## config.mk

```make
export PLATFORM = sky130hd
export DESIGN_NAME = conv_engine_fsm
export DESIGN_NICKNAME = d
export VERILOG_FILES = /design/src/hw/conv_geom_pkg.sv /design/src/hw/conv_types_pkg.sv /design/src/hw/conv_engine_fsm.sv
export SDC_FILE = /design/constraint.sdc
export NUM_CORES = 1
export LEC_CHECK = 0
export BUFFER_PORTS_ARGS = -buffer_cell sky130_fd_sc_hd__buf_2
export CAP_MARGIN = 30
export CORE_AREA = 8 8 45 47
export DETAILED_ROUTE_END_ITERATION = 6
export DIE_AREA = 0 0 53 55
export SYNTH_ARGS = -nofsm -noshare
export SYNTH_HDL_FRONTEND = slang
export SYNTH_SLANG_ARGS = --single-unit
```

## constraint.sdc

```tcl
create_clock -name clk -period 2 [get_ports clk]
set_input_delay 0.4 -clock clk [delete_from_list [all_inputs] [get_ports clk]]
set_output_delay 0.4 -clock clk [all_outputs]
set_load 0.01 [all_outputs]
```

## src/hw/conv_geom_pkg.sv

```systemverilog
// Frame, filter and fixed-point geometry for the 3x3 convolution engine.
// Imported by every RTL block that sizes storage, counts pixels or
// scales the sum of products.

package conv_geom_pkg;

   // frame size, raster order
   localparam int IMG_W = 8;
   localparam int IMG_H = 8;

   // filter window
   localparam int FILT   = 3;
   localparam int N_TAPS = FILT * FILT;

   localparam int QF = 8;   // fractional bits of the weights

   // pipeline depth
   localparam int SOP_LAT  = 2;              // multiply stage + adder tree stage
   localparam int PIPE_LAT = 1 + SOP_LAT + 1; // accept edge to output strobe
   localparam int DRAIN_W  = $clog2(PIPE_LAT);

   // output sample limits used by the saturation
   localparam int PIX_MAX = 32767;
   localparam int PIX_MIN = -32768;

endpackage

```

## src/hw/conv_types_pkg.sv

```systemverilog
// Data and control types for the convolution engine.
// Pixels, weights and the accumulator are signed; the state enum is
// what the engine reports on state_o.

package conv_types_pkg;

   typedef logic signed [15:0] pixel_t;   // input pixel and output sample
   typedef logic signed [15:0] weight_t;
   typedef logic signed [35:0] acc_t;     // nine 32-bit products plus headroom

   typedef logic [3:0] tap_idx_t;         // weight address
   typedef logic [2:0] col_t;
   typedef logic [2:0] row_t;

   // engine control states
   typedef enum logic [1:0] {
      IDLE    = 2'd0,
      PRELOAD = 2'd1,   // filling the line buffer
      RUN     = 2'd2,   // producing windows
      DRAIN   = 2'd3    // last windows still in the pipeline
   } engine_state_e;

endpackage

```

## src/hw/conv_engine_fsm.sv

```systemverilog
// Control FSM of the convolution engine.
// IDLE -> PRELOAD on start, PRELOAD -> RUN on the first full window,
// RUN -> DRAIN on the last pixel, DRAIN -> IDLE after PIPE_LAT cycles.
// Pixels are only accepted in PRELOAD and RUN; done_o pulses on leaving DRAIN.

`timescale 1ns/1ps

module conv_engine_fsm (
   input  logic                          clk,
   input  logic                          rst_n,
   input  logic                          start_i,
   input  logic                          pixel_valid_i,
   input  logic                          first_win_i,
   input  logic                          last_pix_i,
   output logic                          accept_o,
   output logic                          frame_start_o,
   output logic                          done_o,
   output conv_types_pkg::engine_state_e state_o
);
   import conv_geom_pkg::*;
   import conv_types_pkg::*;

   engine_state_e      state_q;
   engine_state_e      state_d;
   logic [DRAIN_W-1:0] drain_cnt_q;
   logic               drain_end;

   assign drain_end     = (state_q == DRAIN) && (drain_cnt_q == DRAIN_W'(PIPE_LAT - 1));
   assign accept_o      = pixel_valid_i && ((state_q == PRELOAD) || (state_q == RUN));
   assign frame_start_o = (state_q == IDLE) && start_i;   // clears the raster counters
   assign state_o       = state_q;

   always_comb begin
      state_d = state_q;
      unique case (state_q)
         IDLE:    if (start_i)     state_d = PRELOAD;
         PRELOAD: if (first_win_i) state_d = RUN;
         RUN:     if (last_pix_i)  state_d = DRAIN;
         DRAIN:   if (drain_end)   state_d = IDLE;
         default: state_d = IDLE;
      endcase
   end

   always_ff @(posedge clk or negedge rst_n) begin
      if (!rst_n) begin
         state_q     <= IDLE;
         drain_cnt_q <= '0;
         done_o      <= 1'b0;
      end else begin
         state_q <= state_d;
         done_o  <= drain_end;
         // counts cycles spent in DRAIN
         if (state_q == DRAIN) begin
            drain_cnt_q <= drain_cnt_q + 1'b1;
         end else begin
            drain_cnt_q <= '0;
         end
      end
   end

endmodule

```

==> results by group <==
Die
  – Total die area: a little under 0.003 mm²
  – I/O pin count: 11
  – Chip Height: 55 µm
  – Starting Density: 23.51%
  – Core area: 0.001384 mm²
  – # rows: 14
  – Die X: ~53 µm

Synth
  – Syn. warnings: 0
  – Synth Cell Area: 325.3 µm²
  – Syn nets: 38
  – Seq/Total Area, Yosys: around two fifths
  – Mean post-synth cell area: between 10 and 15 µm²
  – Async set-reset flop share out of synthesis: 100.0%
  – Most used flip-flop cell after synthesis: dfrtp_1
  – Most common cell in the netlist: ha_1
  – Post-synthesis register bit count: 5
  – Count of cell types in the netlist: 10
  – Largest cells by area after synthesis: dfrtp_1, ha_1, a2111oi_4, and2_1, nor2b_1
  – Share of Yosys cell area claimed by the top area cell type: slightly below 40%
  – Post-synth top cells: ha_1, dfrtp_1, and2_1
  – Yosys top cell by area: dfrtp_1
  – Post-Synthesis Cells: 26
  – Post-synth EDFFs: 0

Timing
  – Skew final: 3.571 ps
  – Finish-stage setup viols: 0
  – Slew @ Worst Pin: between 300 and 400 ps
  – Slew headroom: around three quarters
  – Max Slew Vio Count: 0
  – Final worst path period share: 88.03%
  – Setup TNS: 0 ps
  – Final Hold Fails: 0
  – Final critical-path required period: ~1800 ps
  – F_max: 0.5680 GHz
  – Unrepaired setup endpoints after global routing: false

Global route
  – Vias in the first global route: 282
  – Overflow left after global routing: 0
  – First-pass GRT wire length: 1083 µm
  – Pin count of the biggest net entering global routing: 6
  – Initial antenna violation count: 0
  – Gr usage total: ~5.2%

Job
  – Max-cap violations: 0

Worst setup path
  – Worst EP arrival: about 1400 ps
  – CP max FO: 4
  – Required time of the critical path: 1600 ps
  – CP Capture Type: primary output
  – Type of origin of the critical path: register
  – CP Class: reg2out

Route
  – Routed length per placed instance: ~11 µm
  – Iteration-0 DRC Markers: 0
  – # DRC: 0
  – Final wirelength: between 600 and 700 µm
  – 1st-pass router iterations: 1
  – Via/cell ratio: between 3 and 4
  – Via count: roughly 220
  – Detail Route Antenna Nets: 0

Finish
  – Diode count: 0
  – Non-Filler Instances: 57
  – Nets: 54
  – Layout cells sized above 1: between 30% and 40%
  – Post-route core utilization: 31.19%
  – Layout area overhead: 32.69%
  – Final instance area: around 430 µm²

CTS
  – Clock buffer depth: 2
  – Clk sinks: 5
  – Reg clk slew, reported paths: about 40 ps
  – Clock Latency Late Sink: roughly 240 ps
  – TritonCTS buffer count: 3
  – H-tree depth: 1
  – CTS tree: yes
  – Setup Fix Bufs, Post-CTS: 0
  – CTS Root Cell: clkbuf_4

Placement
  – DP Cell Count: between 50 and 60
  – Placer congestion estimate: ~0.65
  – Area post-placement: 395.4 µm²
  – Port bufs: 10

Power and ir drop
  – Pwr Density: 1457 mW/mm²
  – Peak supply drop: around 0.0005 V
  – P_leak: about 0.24 nW

Status
  – Status: finished, final reports clean

Min path
  – HP Class: reg2reg
==> report_power, final <==
part,switching [W],internal (W)
logic,0.000157,0.000187
registers,0.0000339,0.000138
clock network,0.0000377,0.0000752
total,0.000229,0.000400
==> layer usage <==
layer  up-vias  track usage, %  wire, µm
met1       101           5.810       314
met2        11           7.422       251
met4         0           3.879         0
met5         -               0         0
met3         0           2.674        51
li1        112               -         -
==> layout make-up <==
cell class | count | area [µm²]
multi-input cells | 18 | 188.9
well taps | 16 | 20.02
repair buffers | 11 | 60.06
inverters | 3 | 11.26
clock buffers | 4 | 26.28
fillers | 147 | 952.2
flip-flops and latches | 5 | 125.1
==> worst paths after layout <==
kind                           startpoint  depth (start not counted)  slack [ps]             end
max                            state_o[0]                          4         240        accept_o
max in group asynchronous           rst_n                          2        1360  drain_cnt_q[1]
min in group asynchronous           rst_n                          2         510          done_o
max reg2reg                    state_o[0]                          5         310      state_o[1]
min reg2reg                drain_cnt_q[0]                          1         440  drain_cnt_q[0]
min                        drain_cnt_q[0]                          1         440  drain_cnt_q[0]
==> through the flow <==
step / total power [W] / hold slack [ps] / setup slack [ps]
after floorplan: 0.0004250 / 104.4 / 373.0
after global placement: 0.0005124 / 217.8 / 348.4
after detailed placement: 0.0005229 / 222.2 / 318.4
after CTS: 0.0006446 / 437.5 / 223.6
after global routing: 0.0006885 / 463.2 / 188.5
final: 0.0006290 / 436.7 / 239.4
==> logic make-up after synthesis <==
group | after synthesis | synth area share, %
AO/OA/AOI/OAI | 1 | 8.463
flip-flops | 5 | 38.46
adder cells (fa/ha/maj) | 6 | 23.08
multiplexers | 2 | 7.691
AND/OR/NAND/NOR | 9 | 18.84
buffers and inverters | 3 | 3.461
==> repair_timing <==
| action | in CTS | in global routing |
|---|---|---|
| hold buffers | 1 | 0 |
| endpoints found under the hold margin | 5 | 0 |
| resized for setup | 0 | 0 |
==> worst max-delay path, stage by stage, from the launching register on <==
cell,delay [ps]
dfrtp_1,410
inv_1,110
ha_1,330
and2_1,140
buf_2,130
==> cells in the final DEF (no fill, tap or decap), types with 3 or more instances in the layout <==
cell type	n
inv_1	3
clkbuf_4	3
nor2b_1	3
buf_2	10
and2_1	4
dfrtp_1	5
ha_1	6
==> flip-flops by register name, indices dropped and copies added (netlist names) <==
name and count:
state_o 2, drain_cnt_q 2, done_o 1
No activity file was read; power rests on OpenSTA's default activity.
