==> src/hw/conv_geom_pkg.sv <==
// Frame, filter and fixed-point geometry for the 3x3 convolution engine.
// Imported by every RTL block that sizes storage, counts pixels or
// scales the sum of products.

package conv_geom_pkg;

   // frame size, raster order
   localparam int IMG_W = 8;
   localparam int IMG_H = 8;

   // filter window
   localparam int FILT   = 3;
   localparam int N_TAPS = FILT * FILT;

   localparam int QF = 8;   // fractional bits of the weights

   // pipeline depth
   localparam int SOP_LAT  = 2;              // multiply stage + adder tree stage
   localparam int PIPE_LAT = 1 + SOP_LAT + 1; // accept edge to output strobe
   localparam int DRAIN_W  = $clog2(PIPE_LAT);

   // output sample limits used by the saturation
   localparam int PIX_MAX = 32767;
   localparam int PIX_MIN = -32768;

endpackage

==> src/hw/conv_types_pkg.sv <==
// Data and control types for the convolution engine.
// Pixels, weights and the accumulator are signed; the state enum is
// what the engine reports on state_o.

package conv_types_pkg;

   typedef logic signed [15:0] pixel_t;   // input pixel and output sample
   typedef logic signed [15:0] weight_t;
   typedef logic signed [35:0] acc_t;     // nine 32-bit products plus headroom

   typedef logic [3:0] tap_idx_t;         // weight address
   typedef logic [2:0] col_t;
   typedef logic [2:0] row_t;

   // engine control states
   typedef enum logic [1:0] {
      IDLE    = 2'd0,
      PRELOAD = 2'd1,   // filling the line buffer
      RUN     = 2'd2,   // producing windows
      DRAIN   = 2'd3    // last windows still in the pipeline
   } engine_state_e;

endpackage

==> src/hw/conv_shift_adder.sv <==
// Output stage of the engine.
// Scales the sum of products down by QF (floor), adds the bias,
// saturates to the sample range and optionally rectifies.
// One register stage, valid travels with the sample.

`timescale 1ns/1ps

module conv_shift_adder (
   input  logic                   clk,
   input  logic                   rst_n,
   input  logic                   sop_valid_i,
   input  conv_types_pkg::acc_t   sum_i,
   input  conv_types_pkg::pixel_t bias_i,
   input  logic                   relu_en_i,
   output logic                   y_valid_o,
   output conv_types_pkg::pixel_t y_o
);
   import conv_geom_pkg::*;
   import conv_types_pkg::*;

   acc_t   scaled_c;
   acc_t   biased_c;
   pixel_t sat_c;
   pixel_t res_c;

   always_comb begin
      scaled_c = sum_i >>> QF;                  // arithmetic, rounds toward -inf
      biased_c = scaled_c + acc_t'(bias_i);
      if (biased_c > acc_t'(PIX_MAX)) begin
         sat_c = pixel_t'(PIX_MAX);
      end else if (biased_c < acc_t'(PIX_MIN)) begin
         sat_c = pixel_t'(PIX_MIN);
      end else begin
         sat_c = pixel_t'(biased_c);
      end
      res_c = (relu_en_i && (sat_c < 0)) ? '0 : sat_c;
   end

   always_ff @(posedge clk or negedge rst_n) begin
      if (!rst_n) begin
         y_valid_o <= 1'b0;
      end else begin
         y_valid_o <= sop_valid_i;
      end
   end

   always_ff @(posedge clk) begin
      if (sop_valid_i) y_o <= res_c;
   end

endmodule

==> config.mk <==
export PLATFORM = sky130hd
export DESIGN_NAME = conv_shift_adder
export DESIGN_NICKNAME = d
export VERILOG_FILES = /design/src/hw/conv_geom_pkg.sv /design/src/hw/conv_types_pkg.sv /design/src/hw/conv_shift_adder.sv
export SDC_FILE = /design/constraint.sdc
export NUM_CORES = 1
export LEC_CHECK = 0
export ABC_CLOCK_PERIOD_IN_PS = 800
export BUFFER_PORTS_ARGS = -buffer_cell sky130_fd_sc_hd__buf_4
export CAP_MARGIN = 30
export CORE_MARGIN = 10
export CORE_UTILIZATION = 58
export CTS_BUF_LIST = sky130_fd_sc_hd__clkbuf_8
export DETAILED_ROUTE_END_ITERATION = 8
export GPL_TIMING_DRIVEN = 0
export PLACE_DENSITY = 0.89
export SETUP_SLACK_MARGIN = 0.05
export SLEW_MARGIN = 20
export SYNTH_ARGS = -nofsm -noshare
export SYNTH_HDL_FRONTEND = slang
export SYNTH_SLANG_ARGS = --single-unit
export TNS_END_PERCENT = 1
==> constraint.sdc <==
create_clock -name clk -period 0.8 [get_ports clk]
set_clock_uncertainty 0.1 [all_clocks]
set_input_delay 0.16 -clock clk [delete_from_list [all_inputs] [get_ports clk]]
set_output_delay 0.16 -clock clk [all_outputs]
set_load 0.02 [all_outputs]
==> results.rst, run 1 <==
.. list-table::
   :header-rows: 1

   * - Metric
     - Value
   * - Outcome
     - finished with violations
   * - Violated checks
     - setup timing
   * - Remaining antenna violation count
     - 0
   * - Cell total after placement
     - 394
   * - Synth-to-layout area growth
     - 46.15%
   * - Nets
     - 452
   * - Cell Area, Placed
     - 2982 sq um
   * - # diodes
     - 0
   * - GRT Total Usage
     - 19.65%
   * - Worst EP required
     - 810 ps
   * - Cell at the root of the clock tree
     - clkbuf_8
   * - Wire length after detailed routing
     - 8811 microns
   * - Non-filler cells, final
     - 416
   * - Async SR Flop Fraction
     - 5.882%
   * - Clk sinks
     - 17
   * - Synth Register Bits
     - 17
   * - Primary flip-flop cell chosen by synthesis mapping
     - edfxtp_1
   * - Relative slew slack
     - 53.02%
   * - Port Buffers
     - 64
   * - XOR/XNOR share of the synthesized area
     - 6.549%
   * - X dimension of the die
     - 84.43 microns
   * - Worst VDD drop
     - 0.7617 mV
   * - Post-Synthesis Net Count
     - 365
   * - Total Die Area
     - 7128 sq um
   * - Number of warning messages in the yosys log
     - 0
   * - Max Slew Vio Count
     - 0
   * - Adder-cell share of the synthesized area
     - 15.38%
   * - Congestion Overflow GR
     - 0
   * - Critical path endpoint
     - y_o[6]
   * - Clock buffers created by TritonCTS
     - 3
   * - Final cycle utilization of the critical path
     - 384.6%
   * - Initial cell density of the core
     - 60.18%
   * - Vias post-DR
     - 2864
   * - Cell row count
     - 23
   * - Mux share of post-synthesis cell area
     - 0.4158%
   * - Routability congestion estimate
     - 0.9338
   * - Fraction of the mapped netlist area in compound gates
     - 34.25%
   * - Final design instance area without fill
     - 3518 sq um
   * - Largest net degree at the start of global routing
     - 18
   * - Worst-margin pin slew
     - 693.7 ps
   * - Post-DP HPWL
     - 5478 microns
   * - Number of design rule violations left after detail routing
     - 0
   * - Setup-failing EPs final
     - 33
   * - Proportion of synthesized chip area in sequential cells
     - 21.00%
   * - Global-route wire length before repair
     - 12110 microns
   * - Pleak
     - 1.433 nW
   * - Class of the most critical hold timing path
     - in -> reg
   * - Crit. End Element
     - flip-flop
   * - Post-synthesis cell type count
     - 61
   * - Antenna violations before repair
     - 0
   * - Crit path kind
     - in -> reg
   * - Crit path from
     - bias_i[0]
   * - Avg Synthesized Cell Area
     - 8.598 sq um
   * - Bufs on Longest Clock Path
     - 2
   * - Die Span Y
     - 84.43 microns
   * - Level count of the clock H-tree
     - 1
   * - Number of detailed-routing iterations run before antenna repair
     - 5
   * - Standard cell core area
     - 4000 sq um
   * - Arrival time at the worst endpoint
     - 3090 ps
   * - Final routed wire length divided by cell count
     - 21.18 microns
   * - Power density over cell area
     - 1366 nW/um^2
   * - Final Hold Viols
     - 0
   * - Highest Clock Rate
     - 325.0 MHz
   * - Clock tree from TritonCTS
     - built
   * - Main combinational cell family by area after synthesis
     - compound AO/OA/AOI/OAI gates
   * - Post-synth EDFFs
     - 16
   * - Max-cap violations
     - 0
   * - Unrepaired setup endpoints after global routing
     - yes
   * - Clock edge transition at the registers on the reported setup and hold paths
     - 70 ps
   * - Syn Std Cell Area
     - 2407 sq um
   * - Minimum setup slack in the final design
     - -2277 ps
   * - First DRT Iteration DRCs
     - 249
   * - Via count of the first global-routing pass
     - 2620
   * - Cells after Synth
     - 280
   * - Simple-gate area share of the yosys netlist
     - 18.35%
   * - Number of top-level pins
     - 73
   * - Shortest period the worst path allows
     - 3077 ps
   * - Drt via density
     - 6.885
   * - Startpoint class of the critical path
     - primary input
   * - Share of final-layout standard cells stronger than drive strength 1
     - 41.53%
   * - Maximum net fanout on the critical path
     - 5
   * - PnR Total Power
     - 4.807 mW
## worst max-delay path, cell delays in order
cell	delay (ps)
buf_6	100
ha_4	170
inv_2	60
fa_2	190
and2b_2	240
o2111ai_4	270
a2111oi_2	120
nor3_2	400
mux2i_1	280
o311ai_1	240
nor4_4	280
a41oi_4	220
buf_4	200
o21ai_1	150
## cell type report
type / count / area (sq um)
clock inverters: 1 / 7.507
clock buffers: 3 / 41.29
fillers: 190 / 481.7
multi-input cells: 245 / 2086
plain buffers: 10 / 73.82
repair buffers: 82 / 711.9
well taps: 50 / 62.56
inverters: 8 / 30.03
flip-flops and latches: 17 / 505.5
## through the flow
step	TNS [ps]	worst slack (ps)	utilization, %	hold WS, ps
after CTS	-37590	-2128	82.73	56.73
after detailed placement	-40910	-2629	74.54	-163.8
final	-39720	-2277	87.96	50.42
after global routing	-42950	-2441	87.96	52.31
after floorplan	-32950	-2123	-	-235.6
after global placement	-39990	-2570	74.54	-164.6
## how the worst min path moves through the flow
| stage | slack [ps] | start | end | depth (start not counted) |
|---|---|---|---|---|
| floorplan | -240 | rst_n | y_valid_o | 0 |
| detailed placement | -160 | rst_n | y_valid_o | 1 |
| global route | 50 | sop_valid_i | y_valid_o | 1 |
| CTS | 60 | sop_valid_i | y_valid_o | 1 |
| finish | 50 | sop_valid_i | y_valid_o | 1 |
| global placement | -160 | rst_n | y_valid_o | 1 |
## per-layer routing
layer | share of wire, % | track usage, % | vias to the layer above
li1 | - | - | 1256
met1 | 37 | 23.50 | 1338
met2 | 49 | 33.68 | 219
met3 | 9.1 | 4.251 | 51
met4 | 4.5 | 7.036 | 0
met5 | 0 | 0 | -
## flip-flops by register name, indices dropped and copies added, names as in the netlist
name       count
y_valid_o      1
y_o           16
## placed cells by master (no fill, tap or decap), types with 4 or more instances in the layout
cell type | synthesis | final
o211ai_1 | 4 | 4
xor2_1 | 8 | 8
o21a_1 | 4 | 4
a21o_1 | 8 | 8
o21ai_1 | 4 | 6
nand3_1 | 5 | 5
nand2_1 | 25 | 25
inv_1 | 8 | 7
nand4_1 | 7 | 7
nor3_1 | 7 | 7
buf_4 | 0 | 57
a21oi_1 | 30 | 27
edfxtp_1 | 16 | 16
nor2_1 | 13 | 11
ha_1 | 28 | 24
buf_2 | 5 | 4
a21oi_2 | 1 | 4
o21ai_0 | 16 | 9
nand2b_1 | 5 | 5
xnor2_1 | 10 | 10
o21ai_2 | 10 | 13
buf_6 | 3 | 27
## cell usage after synthesis, drive strengths merged, types with 5 or more instances
| master | n | area [sq um] |
|---|---|---|
| nor2 | 13 | 48.80 |
| a21oi | 31 | 158.9 |
| edfxtp | 16 | 480.5 |
| o21ai | 30 | 187.7 |
| ha | 28 | 350.3 |
| nand2 | 25 | 93.84 |
| xnor2 | 10 | 87.58 |
| nand2b | 5 | 31.28 |
| a21o | 8 | 60.06 |
| nand3 | 5 | 25.02 |
| a211oi | 5 | 47.54 |
| nor3 | 8 | 45.04 |
| nand4 | 7 | 43.79 |
| and3 | 5 | 37.54 |
| inv | 8 | 30.03 |
| buf | 8 | 58.80 |
| xor2 | 8 | 70.07 |
## repair_timing
item,in CTS,in global routing
cloned,2,0
hold buffers,1,0
hold endpoints to repair,1,0
resized for setup,47,32
setup buffers,10,6
setup endpoints to repair,33,33
pin swaps,20,18
## cell families after synthesis
logic type / count (synthesis)
xor gates and xnor gates: 18
and+or+nand+nor: 84
buffers and inverters: 18
AOI/OAI and AO/OA: 113
muxes: 1
DFF: 17
adders and majority gates: 29
## power by group
part / total (mW) / internal (mW) / leakage (nW) / switching [mW]
Combinational: 2.94 / 1.28 / 1.24 / 1.66
Sequential: 1.17 / 1.12 / 0.171 / 0.0516
Clock: 0.688 / 0.352 / 0.0217 / 0.335
Note: power is estimated with default switching activity, not from simulation.
==> run 2, diff against run 1 <==
- ABC_AREA: unset -> 0
- SKIP_LAST_GASP: unset -> 1
==> run 2 against run 1 <==
The run still ends with setup timing left; core utilization decreased by 1.8 points; clock power fell by 3.2%; sequential power barely moved; clock-buffer cell count unchanged; die area unchanged; cell count down 0.24%.
==> results.rst, run 2 (synthesis gave the netlist of run 1 again) <==
.. list-table::
   :header-rows: 1

   * - Metric
     - Value
   * - Outcome
     - finished with violations
   * - Violated checks
     - setup timing
   * - Sw Pwr
     - 2.001 mW (-2.2%)
   * - Maximum net fanout on the critical path
     - 13 (+8)
   * - Arrival time at the worst endpoint
     - 3190 ps (+100 ps)
   * - Clk sinks
     - 17 (unchanged)
   * - GRT Total Usage
     - 20.20% (+0.55 points)
   * - Pleak
     - 1.411 nW (-1.5%)
   * - Level count of the clock H-tree
     - 1 (unchanged)
   * - Final design instance area without fill
     - 3447 sq um (-2.0%)
   * - Drt via density
     - 6.807 (-1.1%)
   * - Cell row count
     - 23 (unchanged)
   * - Port Buffers
     - 64 (unchanged)
   * - Share of final-layout standard cells stronger than drive strength 1
     - 40.55% (-0.98 points)
   * - Cell internal power dissipation
     - 2.685 mW (-2.7%)
   * - Clock buffers created by TritonCTS
     - 3 (unchanged)
   * - Total Die Area
     - 7128 sq um (unchanged)
   * - Accumulated negative setup slack
     - -41830 ps (-2113 ps)
   * - Cell-by-cell listing of the critical path
     - buf_6 > ha_1 > buf_2 > nand2_1 > nor4_1 > o21ai_4 > a21o_1 > and3b_1 > nor4_4 > a41oi_4 > buf_6 > o21ai_4
   * - Leading cell types in the layout, fill and taps excluded
     - buf_4, a21oi_1, ha_1
   * - Synth-to-layout area growth
     - 43.19%
   * - Met2 routed wirelength
     - 4062 microns (-5.8%)
   * - Met3 layer wire length in the routed design
     - 673 microns (-16%)
   * - Clock share of power
     - 14.2% (about the same)
   * - Clock edge transition at the registers on the reported setup and hold paths
     - 70 ps (about the same)
   * - Worst EP required
     - 810 ps (about the same)
   * - Class of the most critical hold timing path
     - in -> reg
   * - Worst VDD drop
     - 0.7743 mV (+1.7%)
   * - Slowest cell delay on critical path
     - 730 ps (+330 ps)
   * - Cell Area, Placed
     - 2982 sq um (unchanged)
   * - Antenna violations before repair
     - 0 (unchanged)
   * - Top delay family on crit path
     - simple AND/OR/NAND/NOR gates
   * - Bufs on Longest Clock Path
     - 2 (unchanged)
   * - Max-cap violations
     - 0 (unchanged)
   * - Number of top-level pins
     - 73 (unchanged)
   * - Standard cell core area
     - 4000 sq um (unchanged)
   * - Via count of the first global-routing pass
     - 2636 (+0.61%)
   * - # diodes
     - 0 (unchanged)
   * - Shortest period the worst path allows
     - 3183 ps (+106.3 ps)
   * - Setup-failing EPs final
     - 33 (unchanged)
   * - Congestion Overflow GR
     - 0 (unchanged)
   * - Max Slew Vio Count
     - 0 (unchanged)
   * - Startpoint class of the critical path
     - primary input
   * - Routability congestion estimate
     - 0.9338 (unchanged)
   * - Logic pwr share
     - 61.1% (-0.2 points)
   * - Crit path kind
     - in -> reg
   * - X dimension of the die
     - 84.43 microns (unchanged)
   * - Most common cell after layout, fill and taps aside
     - buf_4
   * - First DRT Iteration DRCs
     - 269 (+8.0%)
   * - Switching part of the total power
     - 42.71% (+0.12 points)
   * - Number of detailed-routing iterations run before antenna repair
     - 5 (unchanged)
   * - Cell with the largest stage delay on the worst path
     - nor4_1
   * - Die Span Y
     - 84.43 microns (unchanged)
   * - Crit. End Element
     - flip-flop
   * - Remaining antenna violation count
     - 0 (unchanged)
   * - Largest regs
     - y_o (16), y_valid_o (1)
   * - Highest metal layer with signal wires
     - met4
   * - Final routed wire length divided by cell count
     - 20.60 microns (-2.8%)
   * - Vias post-DR
     - 2825 (-1.4%)
   * - Highest Clock Rate
     - 314.2 MHz (-3.3%)
   * - Relative slew slack
     - 45.58% (-7.4 points)
   * - Register with the most flip-flops
     - y_o
   * - Largest net degree at the start of global routing
     - 18 (unchanged)
   * - Detailed-routing wirelength on met1
     - 3430 microns (+3.8%)
   * - Power density over cell area
     - 1359 nW/um^2 (-0.50%)
   * - Post-DP HPWL
     - 5478 microns (unchanged)
   * - Minimum setup slack in the final design
     - -2383 ps (-106.3 ps)
   * - Initial cell density of the core
     - 60.18% (unchanged)
   * - Share of total power in sequential cells
     - 24.7% (+0.3 points)
   * - Nets
     - 451 (-0.22%)
   * - Max reg flops
     - 16 (unchanged)
   * - Clock tree from TritonCTS
     - built
   * - Unrepaired setup endpoints after global routing
     - yes
   * - Wire length after detailed routing
     - 8548 microns (-3.0%)
   * - Final Hold Viols
     - 0 (unchanged)
   * - Number of buffers and inverters on the critical path
     - 3 (unchanged)
   * - Final cycle utilization of the critical path
     - 397.9% (+13 points)
   * - Worst-margin pin slew
     - 808.9 ps (+115.2 ps)
   * - Cell at the root of the clock tree
     - clkbuf_8
   * - Number of design rule violations left after detail routing
     - 0 (unchanged)
   * - Global-route wire length before repair
     - 12440 microns (+2.7%)
[run 2: cell types whose count changed in the layout (fill, tap and decap cells not counted), moves of 2 or more]
cell,before,now
ha_1,24,26
buf_6,27,11
a21oi_2,4,2
buf_4,57,73
[run 2: worst paths after layout]
| check | startpoint | endpoint | slack [ps] | depth (start not counted) |
|---|---|---|---|---|
| max | bias_i[15] | y_o[11] | -2380 | 12 |
| min in group asynchronous | rst_n | y_valid_o | 110 | 2 |
| min | sop_valid_i | y_valid_o | 60 | 1 |
| max in group asynchronous | rst_n | y_valid_o | 410 | 2 |
[run 2: per-layer routing]
layer,vias up,global-route usage (%)
met1,1306,24.89
li1,1265,-
met4,0,7.635
met3,53,3.961
met2,201,33.82
met5,-,0
[run 2: stage by stage]
stage / util, % / cells / hold slack [ps] / total power [mW] / setup WS, ps
after floorplan: - / 280 / -235.6 / 2.704 / -2123
after global placement: 74.54 / 394 / -164.6 / 3.321 / -2570
after detailed placement: 74.54 / 394 / -163.8 / 3.393 / -2629
after CTS: 80.98 / 410 / 56.73 / 4.289 / -2128
after global routing: 86.17 / 415 / 59.10 / 4.927 / -2540
final: 86.17 / 415 / 58.67 / 4.686 / -2383
[run 2: area by class of cell]
cell class	count	area, sq um
Multi-Input combinational cell	245	2090
Clock inverter	1	7.507
Buffer	10	73.82
Timing Repair Buffer	81	636.9
Inverter	8	30.03
Tap cell	50	62.56
Fill cell	216	553.0
Clock buffer	3	41.29
Sequential cell	17	505.5
[run 2: timing repair]
item / 4_1_cts / 5_1_grt
hold endpoints to repair: 1 / 0
buffers inserted: 10 / 5
resized for setup: 28 / 32
setup endpoints to repair: 33 / 33
hold buffers: 1 / 0
cloned: 2 / 0
pin swaps: 20 / 17
[run 2: power groups by stage]
| stage | Clock, mW | Sequential, mW | Combinational [mW] |
|---|---|---|---|
| 4_1_cts | 0.662 | 1.15 | 2.47 |
| 3_5_place_dp | 0 | 1.17 | 2.22 |
| 2_1_floorplan | 0 | 1.32 | 1.39 |
| 5_1_grt | 0.713 | 1.16 | 3.05 |
| 6_report | 0.666 | 1.16 | 2.86 |
| 3_3_place_gp | 0 | 1.17 | 2.15 |
