<file path="config.mk">
export PLATFORM = sky130hd
export DESIGN_NAME = conv_linebuffer
export DESIGN_NICKNAME = d
export VERILOG_FILES = /design/src/hw/conv_geom_pkg.sv /design/src/hw/conv_types_pkg.sv /design/src/hw/conv_linebuffer.sv
export SDC_FILE = /design/constraint.sdc
export NUM_CORES = 1
export LEC_CHECK = 0
export ABC_AREA = 1
export BUFFER_PORTS_ARGS = -buffer_cell sky130_fd_sc_hd__buf_2
export CORE_AREA = 4 4 158 145
export CTS_CLUSTER_DIAMETER = 60
export DETAILED_ROUTE_END_ITERATION = 12
export DIE_AREA = 0 0 162 149
export PLACE_DENSITY = 0.71
export SLEW_MARGIN = 20
export SYNTH_ARGS = -nofsm -noshare
export SYNTH_HDL_FRONTEND = slang
export SYNTH_SLANG_ARGS = --single-unit
</file>
<file path="constraint.sdc">
create_clock -name clk -period 7.8 [get_ports clk]
set_input_delay 1.56 -clock clk [delete_from_list [all_inputs] [get_ports clk]]
set_output_delay 1.56 -clock clk [all_outputs]
set_load 0.02 [all_outputs]
</file>
<file path="src/hw/conv_geom_pkg.sv">
// Frame, filter and fixed-point geometry for the 3x3 convolution engine.
// Imported by every RTL block that sizes storage, counts pixels or
// scales the sum of products.

package conv_geom_pkg;

   // frame size, raster order
   localparam int IMG_W = 8;
   localparam int IMG_H = 8;

   // filter window
   localparam int FILT   = 3;
   localparam int N_TAPS = FILT * FILT;

   localparam int QF = 8;   // fractional bits of the weights

   // pipeline depth
   localparam int SOP_LAT  = 2;              // multiply stage + adder tree stage
   localparam int PIPE_LAT = 1 + SOP_LAT + 1; // accept edge to output strobe
   localparam int DRAIN_W  = $clog2(PIPE_LAT);

   // output sample limits used by the saturation
   localparam int PIX_MAX = 32767;
   localparam int PIX_MIN = -32768;

endpackage

</file>
<file path="src/hw/conv_types_pkg.sv">
// Data and control types for the convolution engine.
// Pixels, weights and the accumulator are signed; the state enum is
// what the engine reports on state_o.

package conv_types_pkg;

   typedef logic signed [15:0] pixel_t;   // input pixel and output sample
   typedef logic signed [15:0] weight_t;
   typedef logic signed [35:0] acc_t;     // nine 32-bit products plus headroom

   typedef logic [3:0] tap_idx_t;         // weight address
   typedef logic [2:0] col_t;
   typedef logic [2:0] row_t;

   // engine control states
   typedef enum logic [1:0] {
      IDLE    = 2'd0,
      PRELOAD = 2'd1,   // filling the line buffer
      RUN     = 2'd2,   // producing windows
      DRAIN   = 2'd3    // last windows still in the pipeline
   } engine_state_e;

endpackage

</file>
<file path="src/hw/conv_linebuffer.sv">
// Line buffer for a raster pixel stream.
// Keeps the two previous rows and a 3x3 window, tracks the raster
// position and flags each pixel that completes a full window.
// The window and win_valid_o appear one cycle after the accepting edge.

`timescale 1ns/1ps

module conv_linebuffer (
   input  logic                   clk,
   input  logic                   rst_n,
   input  logic                   accept_i,
   input  logic                   frame_start_i,
   input  conv_types_pkg::pixel_t pixel_i,
   output logic                   win_valid_o,
   output conv_types_pkg::pixel_t win_o [conv_geom_pkg::N_TAPS],
   output logic                   first_win_o,
   output logic                   last_pix_o
);
   import conv_geom_pkg::*;
   import conv_types_pkg::*;

   col_t   col_q;              // position of the next pixel
   row_t   row_q;
   logic   at_win;
   logic   acc_q;
   logic   hit_q;
   pixel_t pix_q;
   pixel_t line1_q [IMG_W];    // row above
   pixel_t line2_q [IMG_W];    // two rows above
   pixel_t win_q   [N_TAPS];   // raster order, tap 0 top left

   // pixel being accepted is the bottom right corner of a full window
   assign at_win      = accept_i && (col_q >= col_t'(FILT - 1)) && (row_q >= row_t'(FILT - 1));
   assign first_win_o = accept_i && (col_q == col_t'(FILT - 1)) && (row_q == row_t'(FILT - 1));
   assign last_pix_o  = accept_i && (col_q == col_t'(IMG_W - 1)) && (row_q == row_t'(IMG_H - 1));

   always_ff @(posedge clk or negedge rst_n) begin
      if (!rst_n) begin
         col_q <= '0;
         row_q <= '0;
      end else if (frame_start_i) begin
         col_q <= '0;
         row_q <= '0;
      end else if (accept_i) begin
         if (col_q == col_t'(IMG_W - 1)) begin
            col_q <= '0;
            row_q <= (row_q == row_t'(IMG_H - 1)) ? '0 : row_q + 1'b1;
         end else begin
            col_q <= col_q + 1'b1;
         end
      end
   end

   always_ff @(posedge clk or negedge rst_n) begin
      if (!rst_n) begin
         acc_q       <= 1'b0;
         hit_q       <= 1'b0;
         win_valid_o <= 1'b0;
      end else begin
         acc_q       <= accept_i;
         hit_q       <= at_win;
         win_valid_o <= hit_q;   // lines up with the window shift below
      end
   end

   always_ff @(posedge clk) begin
      if (accept_i) pix_q <= pixel_i;
      if (acc_q) begin
         line1_q[0] <= pix_q;
         line2_q[0] <= line1_q[IMG_W-1];
         for (int i = 1; i < IMG_W; i++) begin
            line1_q[i] <= line1_q[i-1];
            line2_q[i] <= line2_q[i-1];
         end
         // window moves one column left
         for (int r = 0; r < FILT; r++) begin
            for (int c = 0; c < FILT - 1; c++) begin
               win_q[r*FILT + c] <= win_q[r*FILT + c + 1];
            end
         end
         win_q[FILT-1]        <= line2_q[IMG_W-1];
         win_q[2*FILT-1]      <= line1_q[IMG_W-1];
         win_q[FILT*FILT-1]   <= pix_q;   // bottom right
      end
   end

   assign win_o = win_q;

endmodule

</file>
==> flow_summary.toml, run 1 <==
[run_status]
outcome = "finished, final reports clean"

[global_route]
grt_start_max_net_pins = 222
grt_pass1_wl_mm = 21.1
antenna_found_initial = 0
overflow = 0
track_usage = 0.109
first_global_vias = 4038

[timing]
skew_ns = 0.0158
hold_violations = 0
slew_viol_final = 0
timing.fmax_mhz = 248
tns_ns = 0
relSlewSlack = 0.305
rsz0062_at_grt = "no"
worst_pin_slew_ns = 1.04
post-route-period-util = 0.517
period_minus_slack_ns = 4.03
setup_viol = 0

[cts]
clkTransAtPathRegs_ns = 0.06
cts_resized = 0
htreeDepth = 1
numCtsBuffers = 31
postCtsSetupRepairBufs = 0
cts_tree = "yes"
cts.sinks = 329
clkLatencyLatePin_ns = 0.54
cts_hold_buffers = 0
root_buffer = "clkbuf_16"
cts_buffer_depth = 3

[cells_and_area]
post-route-util = 0.575
layout_commonest_cell = "edfxtp_1"
final_cell_mix = "edfxtp_1 (320), buf_2 (166), clkbuf_16 (31)"
fillCellCount = 1607
final_area_sq_mm = 0.0123
nets = 598
synthToLayoutAreaGrowth_pct = 17.5
n_antenna_cell = 0
seq_area_sq_mm = 0.00984
multi_input_area_sq_um = 205
drive_above_1_share = 0.357
fin_cells = 885

[die]
dieArea_sq_mm = 0.0241
num_rows = 51
die_height_microns = 149
initial_utilization = 0.489
core_area_sq_mm = 0.0213
die_x_microns = 162
io_pins = 167

[setup_path]
cp.depth = 4
cp_max_fo = 24
path_class = "input pin to primary output"
worst_ep_required_time_ns = 6.24
critPathMaxStageDelay_ns = 0.39
r2r_slack_ns = 5.17
crit_slowest_cell = "buf_2"
worstSetupEndpoint = "first_win_o"
critical_path.endpoint_type = "primary output"
worstReg2RegEnd = "win_o[11]"
crit-reg2reg-launch = "acc_q"
cp_top_family = "buffers and inverters"
crit_chain = "buf_2, nand3_1, nor3_1, buf_2"
critical_path.startpoint = "accept_i"
arrival_ns = 2.47
rr_worst_depth = 2
path_common_cell = "buf_2"
startpoint_type = "input pin"
path_buf_inv = 2

[pwr]
comb_power_share = 0.039
clockPowerShare = 0.381
sw_frac_of_total = 0.203
worst_ir_drop_vdd_mv = 0.158
p_leak_uw = 0.00453
power_density_mw_per_mm2 = 296
p_total_uw = 3630
p_seq_frac = 0.580
p_sw_uw = 735
intPower_uw = 2890

[route]
m1WireLength_mm = 5.51
wl_met3_mm = 1.52
wl_mm = 13.8
drt.antenna.violating_nets = 0
drc = 0
vias_per_cell = 4.62
dr_total_vias = 4091
wl_met2_mm = 6.31
top_layer = "met4"
avgRoutedWirePerCell_microns = 15.6
firstDrtPassIters = 4
drtIter0Drc = 290

[place]
place_hpwl_mm = 8.07
dp.cells = 829
place_area_sq_mm = 0.0113
io_buffer_count = 166
place.gp.congestion = 0.712

[logic_synthesis]
syn_area_per_cell_sq_um = 24.9
synth_top_area_frac = 0.921
synth_seq_area_share = 0.943
yosys-top-cells-area = "edfxtp_1 (92%), buf_4 (3.5%), dfrtp_1 (2.2%)"
synth_cell_type_count = 13
yosysWarnings = 0
postSynthCellCount = 419
synth_seq_cells = 329
yosys.area.top_type = "edfxtp_1"
syn-num-nets = 445
synth_area_sq_mm = 0.0104

[flow_run]
maxCapViolations = 0

[hold_path]
min_path_type = "flop to flop"
[cell usage after synthesis]
master    count
edfxtp_1    320
nand3b_1      1
nor2_1        6
nand3_1       8
dfrtp_1       9
nand2_2       1
o21ai_1       3
or2_1         1
inv_1         8
ha_1          6
nor3_1        2
nand2_1       6
buf_4        48
[power groups by stage]
| stage | clock network (uW) | registers [uW] | logic [uW] |
|---|---|---|---|
| 2_1_floorplan | 0 | 2200 | 54.8 |
| 5_1_grt | 1500 | 2120 | 152 |
| 3_3_place_gp | 0 | 2140 | 140 |
| 3_5_place_dp | 0 | 2140 | 143 |
| 4_1_cts | 1420 | 2110 | 143 |
| 6_report | 1380 | 2100 | 142 |
[cell type report]
cell class                 instances  area share
sequential                       329       0.803
tap                              291      0.0297
multi-input combinational         34      0.0167
clock inverter                    17      0.0110
timing repair buffer             168      0.0717
inverter                           8     0.00245
clock buffer                      38      0.0655
[sequential cells by signal, indices dropped and copies added, names as in the netlist]
name,cells
hit_q,1
win_o,109
acc_q,1
win_valid_o,1
line1_q,83
line2_q,112
col_q,3
row_q,3
pix_q,16
[how the worst min path moves through the flow]
stage / startpoint / to / cells past startpoint
2_1_floorplan: hit_q / win_valid_o / 0
3_3_place_gp: hit_q / win_valid_o / 0
3_5_place_dp: hit_q / win_valid_o / 0
4_1_cts: hit_q / win_valid_o / 0
5_1_grt: hit_q / win_valid_o / 0
6_report: hit_q / win_valid_o / 0
[cells by family (layout without fill, tap and decap cells)]
family,after synthesis,after routing,synth area share
adders and majority gates,6,6,0.00720
DFF,329,329,0.943
buffers and inverters,56,231,0.0374
AOI/OAI and AO/OA,3,3,0.00144
and+or+nand+nor,25,25,0.0110
[layer usage]
metal	up-vias	global-route usage
met5	-	0
met4	0	0.0359
met3	39	0.0492
met2	183	0.170
met1	1991	0.138
li1	1878	-
[stage by stage]
step	hold slack (ns)	setup WS [ns]
final	0.350	3.77
after global routing	0.350	3.68
after CTS	0.349	3.75
after detailed placement	0.347	3.76
after global placement	0.337	3.84
after floorplan	0.331	0.674
Power figures use the tool's default switching activity.
==> inputs of run 2 (changes only) <==
==> constraint.sdc (replaced) <==
create_clock -name clk -period 3.8 [get_ports clk]
set_input_delay 0.76 -clock clk [delete_from_list [all_inputs] [get_ports clk]]
set_output_delay 0.76 -clock clk [all_outputs]
set_load 0.02 [all_outputs]
==> flow_summary.toml, run 2 (synthesized netlist as in run 1, its figures left out) <==
[global_route]
overflow = 0
grt_util_met2 = 0.171
use_met1 = 0.149
track_usage = 0.115
gr-max-usage-layer = "met2"
antenna_found_initial = 0
grt_pass1_wl_mm = 22.2
met3_usage = 0.0511
grt_start_max_net_pins = 118
first_global_vias = 4224

[setup_path]
worstReg2RegEnd = "line2_q[7][6]"
rr_worst_depth = 1
startpoint_type = "input pin"
r2r_slack_ns = 2.13
cp_max_fo = 24
path_class = "input pin to primary output"
critical_path.startpoint = "accept_i"
critical_path.endpoint_type = "primary output"
crit-reg2reg-launch = "acc_q"
worst_ep_required_time_ns = 3.04
arrival_ns = 1.64

[cts]
clkTransAtPathRegs_ns = 0.06
numCtsBuffers = 35
cts_hold_buffers = 0
postCtsSetupRepairBufs = 0
cts.sinks = 329
cts_resized = 0
cts_buffer_depth = 3
htreeDepth = 2
cts_tree = "yes"
clkLatencyLatePin_ns = 0.49
root_buffer = "clkbuf_16"

[cells_and_area]
synthToLayoutAreaGrowth_pct = 18.9
final_cell_mix = "edfxtp_1 (320), buf_2 (166), clkbuf_16 (37)"
n_antenna_cell = 0
final_area_sq_mm = 0.0124
layout_commonest_cell = "edfxtp_1"
nets = 604
drive_above_1_share = 0.364
fin_cells = 890
regMostFlops = "line2_q"
largest_register_ffs = 112

[die]
initial_utilization = 0.489
num_rows = 51
die_x_microns = 162
dieArea_sq_mm = 0.0241
io_pins = 167
core_area_sq_mm = 0.0213
die_height_microns = 149

[timing]
post-route-period-util = 0.633
tns_ns = 0
slew_viol_final = 0
relSlewSlack = 0.542
worst_pin_slew_ns = 0.688
hold_violations = 0
timing.fmax_mhz = 416
skew_ns = 0.0115
period_minus_slack_ns = 2.40
setup_viol = 0
rsz0062_at_grt = "no"

[hold_path]
min_path_type = "input pin to async pin"

[pwr]
p_total_uw = 7760
power_density_mw_per_mm2 = 626
sw_frac_of_total = 0.200
clockPowerShare = 0.406
intPower_uw = 6210
p_sw_uw = 1550
worst_ir_drop_vdd_mv = 0.452
p_seq_frac = 0.555
p_leak_uw = 0.00459
comb_power_share = 0.039

[route]
avgRoutedWirePerCell_microns = 15.8
wl_mm = 14.0
dr_total_vias = 4135
drtIter0Drc = 276
drt.antenna.violating_nets = 0
firstDrtPassIters = 5
vias_per_cell = 4.65
drc = 0

[place]
place.gp.congestion = 0.782
io_buffer_count = 166
dp.cells = 832
place_area_sq_mm = 0.0113
place_hpwl_mm = 8.48

[flow_run]
maxCapViolations = 0

[run_status]
outcome = "finished, final reports clean"
[run 2: worst max-delay path by stage]
stage / endpoint / slack [ns] / cells after the start
floorplan: line1_q[0][15] / 1.00 / 0
global placement: first_win_o / 1.45 / 4
detailed placement: first_win_o / 1.40 / 4
CTS: last_pix_o / 1.37 / 5
global route: last_pix_o / 1.32 / 4
finish: first_win_o / 1.40 / 4
[run 2: cell type report]
type	count	area (sq um)
clock inverters	15	126
well taps	291	364
fillers	1562	8910
flip-flops and latches	329	9840
repair buffers	170	886
inverters	8	30.0
clock buffers	43	948
multi-input cells	34	205
[run 2: through the flow]
step	hold slack [ns]	utilization	setup WS, ns
6_report	0.109	0.582	1.40
5_1_grt	0.0956	0.582	1.32
4_1_cts	0.0833	0.582	1.37
3_5_place_dp	0.342	0.531	1.40
3_3_place_gp	0.337	0.531	1.45
2_1_floorplan	0.331	-	1.00
[run 2: metal layers]
| metal | wire (microns) | part of all wire |
|---|---|---|
| met5 | 0 | 0 |
| met4 | 430 | 0.031 |
| met3 | 1600 | 0.11 |
| met2 | 6180 | 0.44 |
| met1 | 5830 | 0.42 |
[run 2: power groups by stage]
stage | combinational [uW] | sequential [uW] | clock [uW]
6_report | 305 | 4310 | 3150
5_1_grt | 324 | 4330 | 3430
4_1_cts | 311 | 4310 | 3270
3_5_place_dp | 310 | 4390 | 0
3_3_place_gp | 304 | 4370 | 0
2_1_floorplan | 112 | 4480 | 0
[run 2: worst max-delay path, stage by stage]
cell	delay, ns
buf_2	0.40
nand3_1	0.15
nor3_1	0.14
buf_2	0.19
==> inputs of run 3 (changes only) <==
--- a/config.mk
+++ b/config.mk
@@ -11,7 +11,7 @@
 export CTS_CLUSTER_DIAMETER = 60
 export DETAILED_ROUTE_END_ITERATION = 12
 export DIE_AREA = 0 0 162 149
-export PLACE_DENSITY = 0.71
+export PLACE_DENSITY = 0.74
 export SLEW_MARGIN = 20
 export SYNTH_ARGS = -nofsm -noshare
 export SYNTH_HDL_FRONTEND = slang
==> constraint.sdc (replaced) <==
create_clock -name clk -period 2.2 [get_ports clk]
set_input_delay 0.44 -clock clk [delete_from_list [all_inputs] [get_ports clk]]
set_output_delay 0.44 -clock clk [all_outputs]
set_load 0.02 [all_outputs]
==> flow_summary.toml, run 3 (synthesized netlist as in run 1, its figures left out) <==
[cells_and_area]
multi_input_area_sq_um = 210
final_cell_mix = "edfxtp_1 (320), buf_2 (165), clkbuf_16 (37)"
nets = 607
largest_register_ffs = 112
layout_commonest_cell = "edfxtp_1"
fillCellCount = 1595
seq_area_sq_mm = 0.00984
regMostFlops = "line2_q"
fin_cells = 896
n_antenna_cell = 0
post-route-util = 0.584
synthToLayoutAreaGrowth_pct = 19.3
drive_above_1_share = 0.367

[setup_path]
arrival_ns = 1.68
r2r_slack_ns = 0.76
worst_ep_required_time_ns = 1.76
startpoint_type = "flop"
rr_worst_depth = 1
worstReg2RegEnd = "line2_q[6][14]"
crit-reg2reg-launch = "acc_q"
path_class = "flop to primary output"
critical_path.endpoint_type = "primary output"
critical_path.startpoint = "row_q[0]"
worstSetupEndpoint = "first_win_o"
cp_max_fo = 4

[die]
die_x_microns = 162
num_rows = 51
io_pins = 167
core_area_sq_mm = 0.0213
die_height_microns = 149
initial_utilization = 0.489
dieArea_sq_mm = 0.0241

[timing]
relSlewSlack = 0.726
skew_ns = 0.0111
tns_ns = 0
timing.fmax_mhz = 472
slew_viol_final = 0
post-route-period-util = 0.962
whs_ns = 0.121
hold_violations = 0
worst_pin_slew_ns = 0.411
period_minus_slack_ns = 2.12
timing.final.ws_setup_ns = 0.0828
rsz0062_at_grt = "no"
setup_viol = 0

[global_route]
grt_start_max_net_pins = 82
first_global_vias = 4282
overflow = 0
antenna_found_initial = 0
grt_pass1_wl_mm = 22.8
track_usage = 0.120

[route]
dr_total_vias = 4208
avgRoutedWirePerCell_microns = 16.6
wl_mm = 14.9
drc = 0
firstDrtPassIters = 4
drt.antenna.violating_nets = 0
drtIter0Drc = 319
vias_per_cell = 4.70

[flow_run]
maxCapViolations = 0

[cts]
clkLatencyLatePin_ns = 0.49
cts_tree = "yes"
numCtsBuffers = 34
cts.sinks = 329
cts_buffer_depth = 3
root_buffer = "clkbuf_16"
clkTransAtPathRegs_ns = 0.06
htreeDepth = 2

[place]
place_hpwl_mm = 9.40
io_buffer_count = 166
dp_slack_ns = 0.512
place.gp.congestion = 0.742
dp.cells = 835

[pwr]
power_density_mw_per_mm2 = 1060
p_leak_uw = 0.00461
worst_ir_drop_vdd_mv = 0.680

[hold_path]
min_path_type = "input pin to flop"

[run_status]
outcome = "finished, final reports clean"
-- run 3: cell types whose count changed in the layout (fill, tap and decap cells not counted), sizes merged --
cell / change
buf: +3
bufinv: -2
clkbuf: +2
clkinv: +3
clkinvlp: -1
dlygate4sd3: +1
-- run 3: timing repair --
action / 4_1_cts / 5_1_grt
endpoints found under the setup margin: 0 / 1
hold buffers: 1 / 0
endpoints found under the hold margin: 9 / 0
buffers inserted: 0 / 0
resized for setup: 0 / 2
-- run 3: how the worst min path moves through the flow --
stage          startpoint        to  cells past startpoint
6_report       pixel_i[3]  pix_q[3]                      1
5_1_grt        pixel_i[5]  pix_q[5]                      1
4_1_cts        pixel_i[3]  pix_q[3]                      1
3_5_place_dp        rst_n  row_q[0]                      1
3_3_place_gp        rst_n  row_q[1]                      1
2_1_floorplan       rst_n  col_q[0]                      0
-- run 3: critical path, cell delays in order, from the launching register on --
cell	delay (ns)
dfrtp_1	0.43
inv_1	0.10
ha_1	0.19
nand3_1	0.11
nor3_2	0.18
buf_4	0.18
-- run 3: per-layer routing --
layer	GRT usage	part of all wire	vias to the layer above
li1	-	-	1902
met1	0.151	0.39	2070
met2	0.188	0.47	197
met3	0.0547	0.11	39
met4	0.0385	0.023	0
met5	0	0	-
-- run 3: layout make-up --
type / count / share of cell area
well taps: 291 / 0.0293
multi-input cells: 34 / 0.0169
clock inverters: 15 / 0.00593
clock buffers: 45 / 0.0776
inverters: 8 / 0.00241
repair buffers: 174 / 0.0770
flip-flops and latches: 329 / 0.791
-- run 3: metrics by stage --
step           instance area (sq um)  power [uW]
5_1_grt                        12400       13800
2_1_floorplan                  10400        7930
6_report                       12400       13200
3_3_place_gp                   11400        8090
4_1_cts                        12400       13400
3_5_place_dp                   11400        8130
-- run 3: power by group --
part / internal (uW) / leakage (uW) / switching (uW)
Sequential: 7310 / 0.00325 / 136
Clock: 3090 / 0.000514 / 2170
Combinational: 144 / 0.000847 / 401
Total: 10500 / 0.00461 / 2710
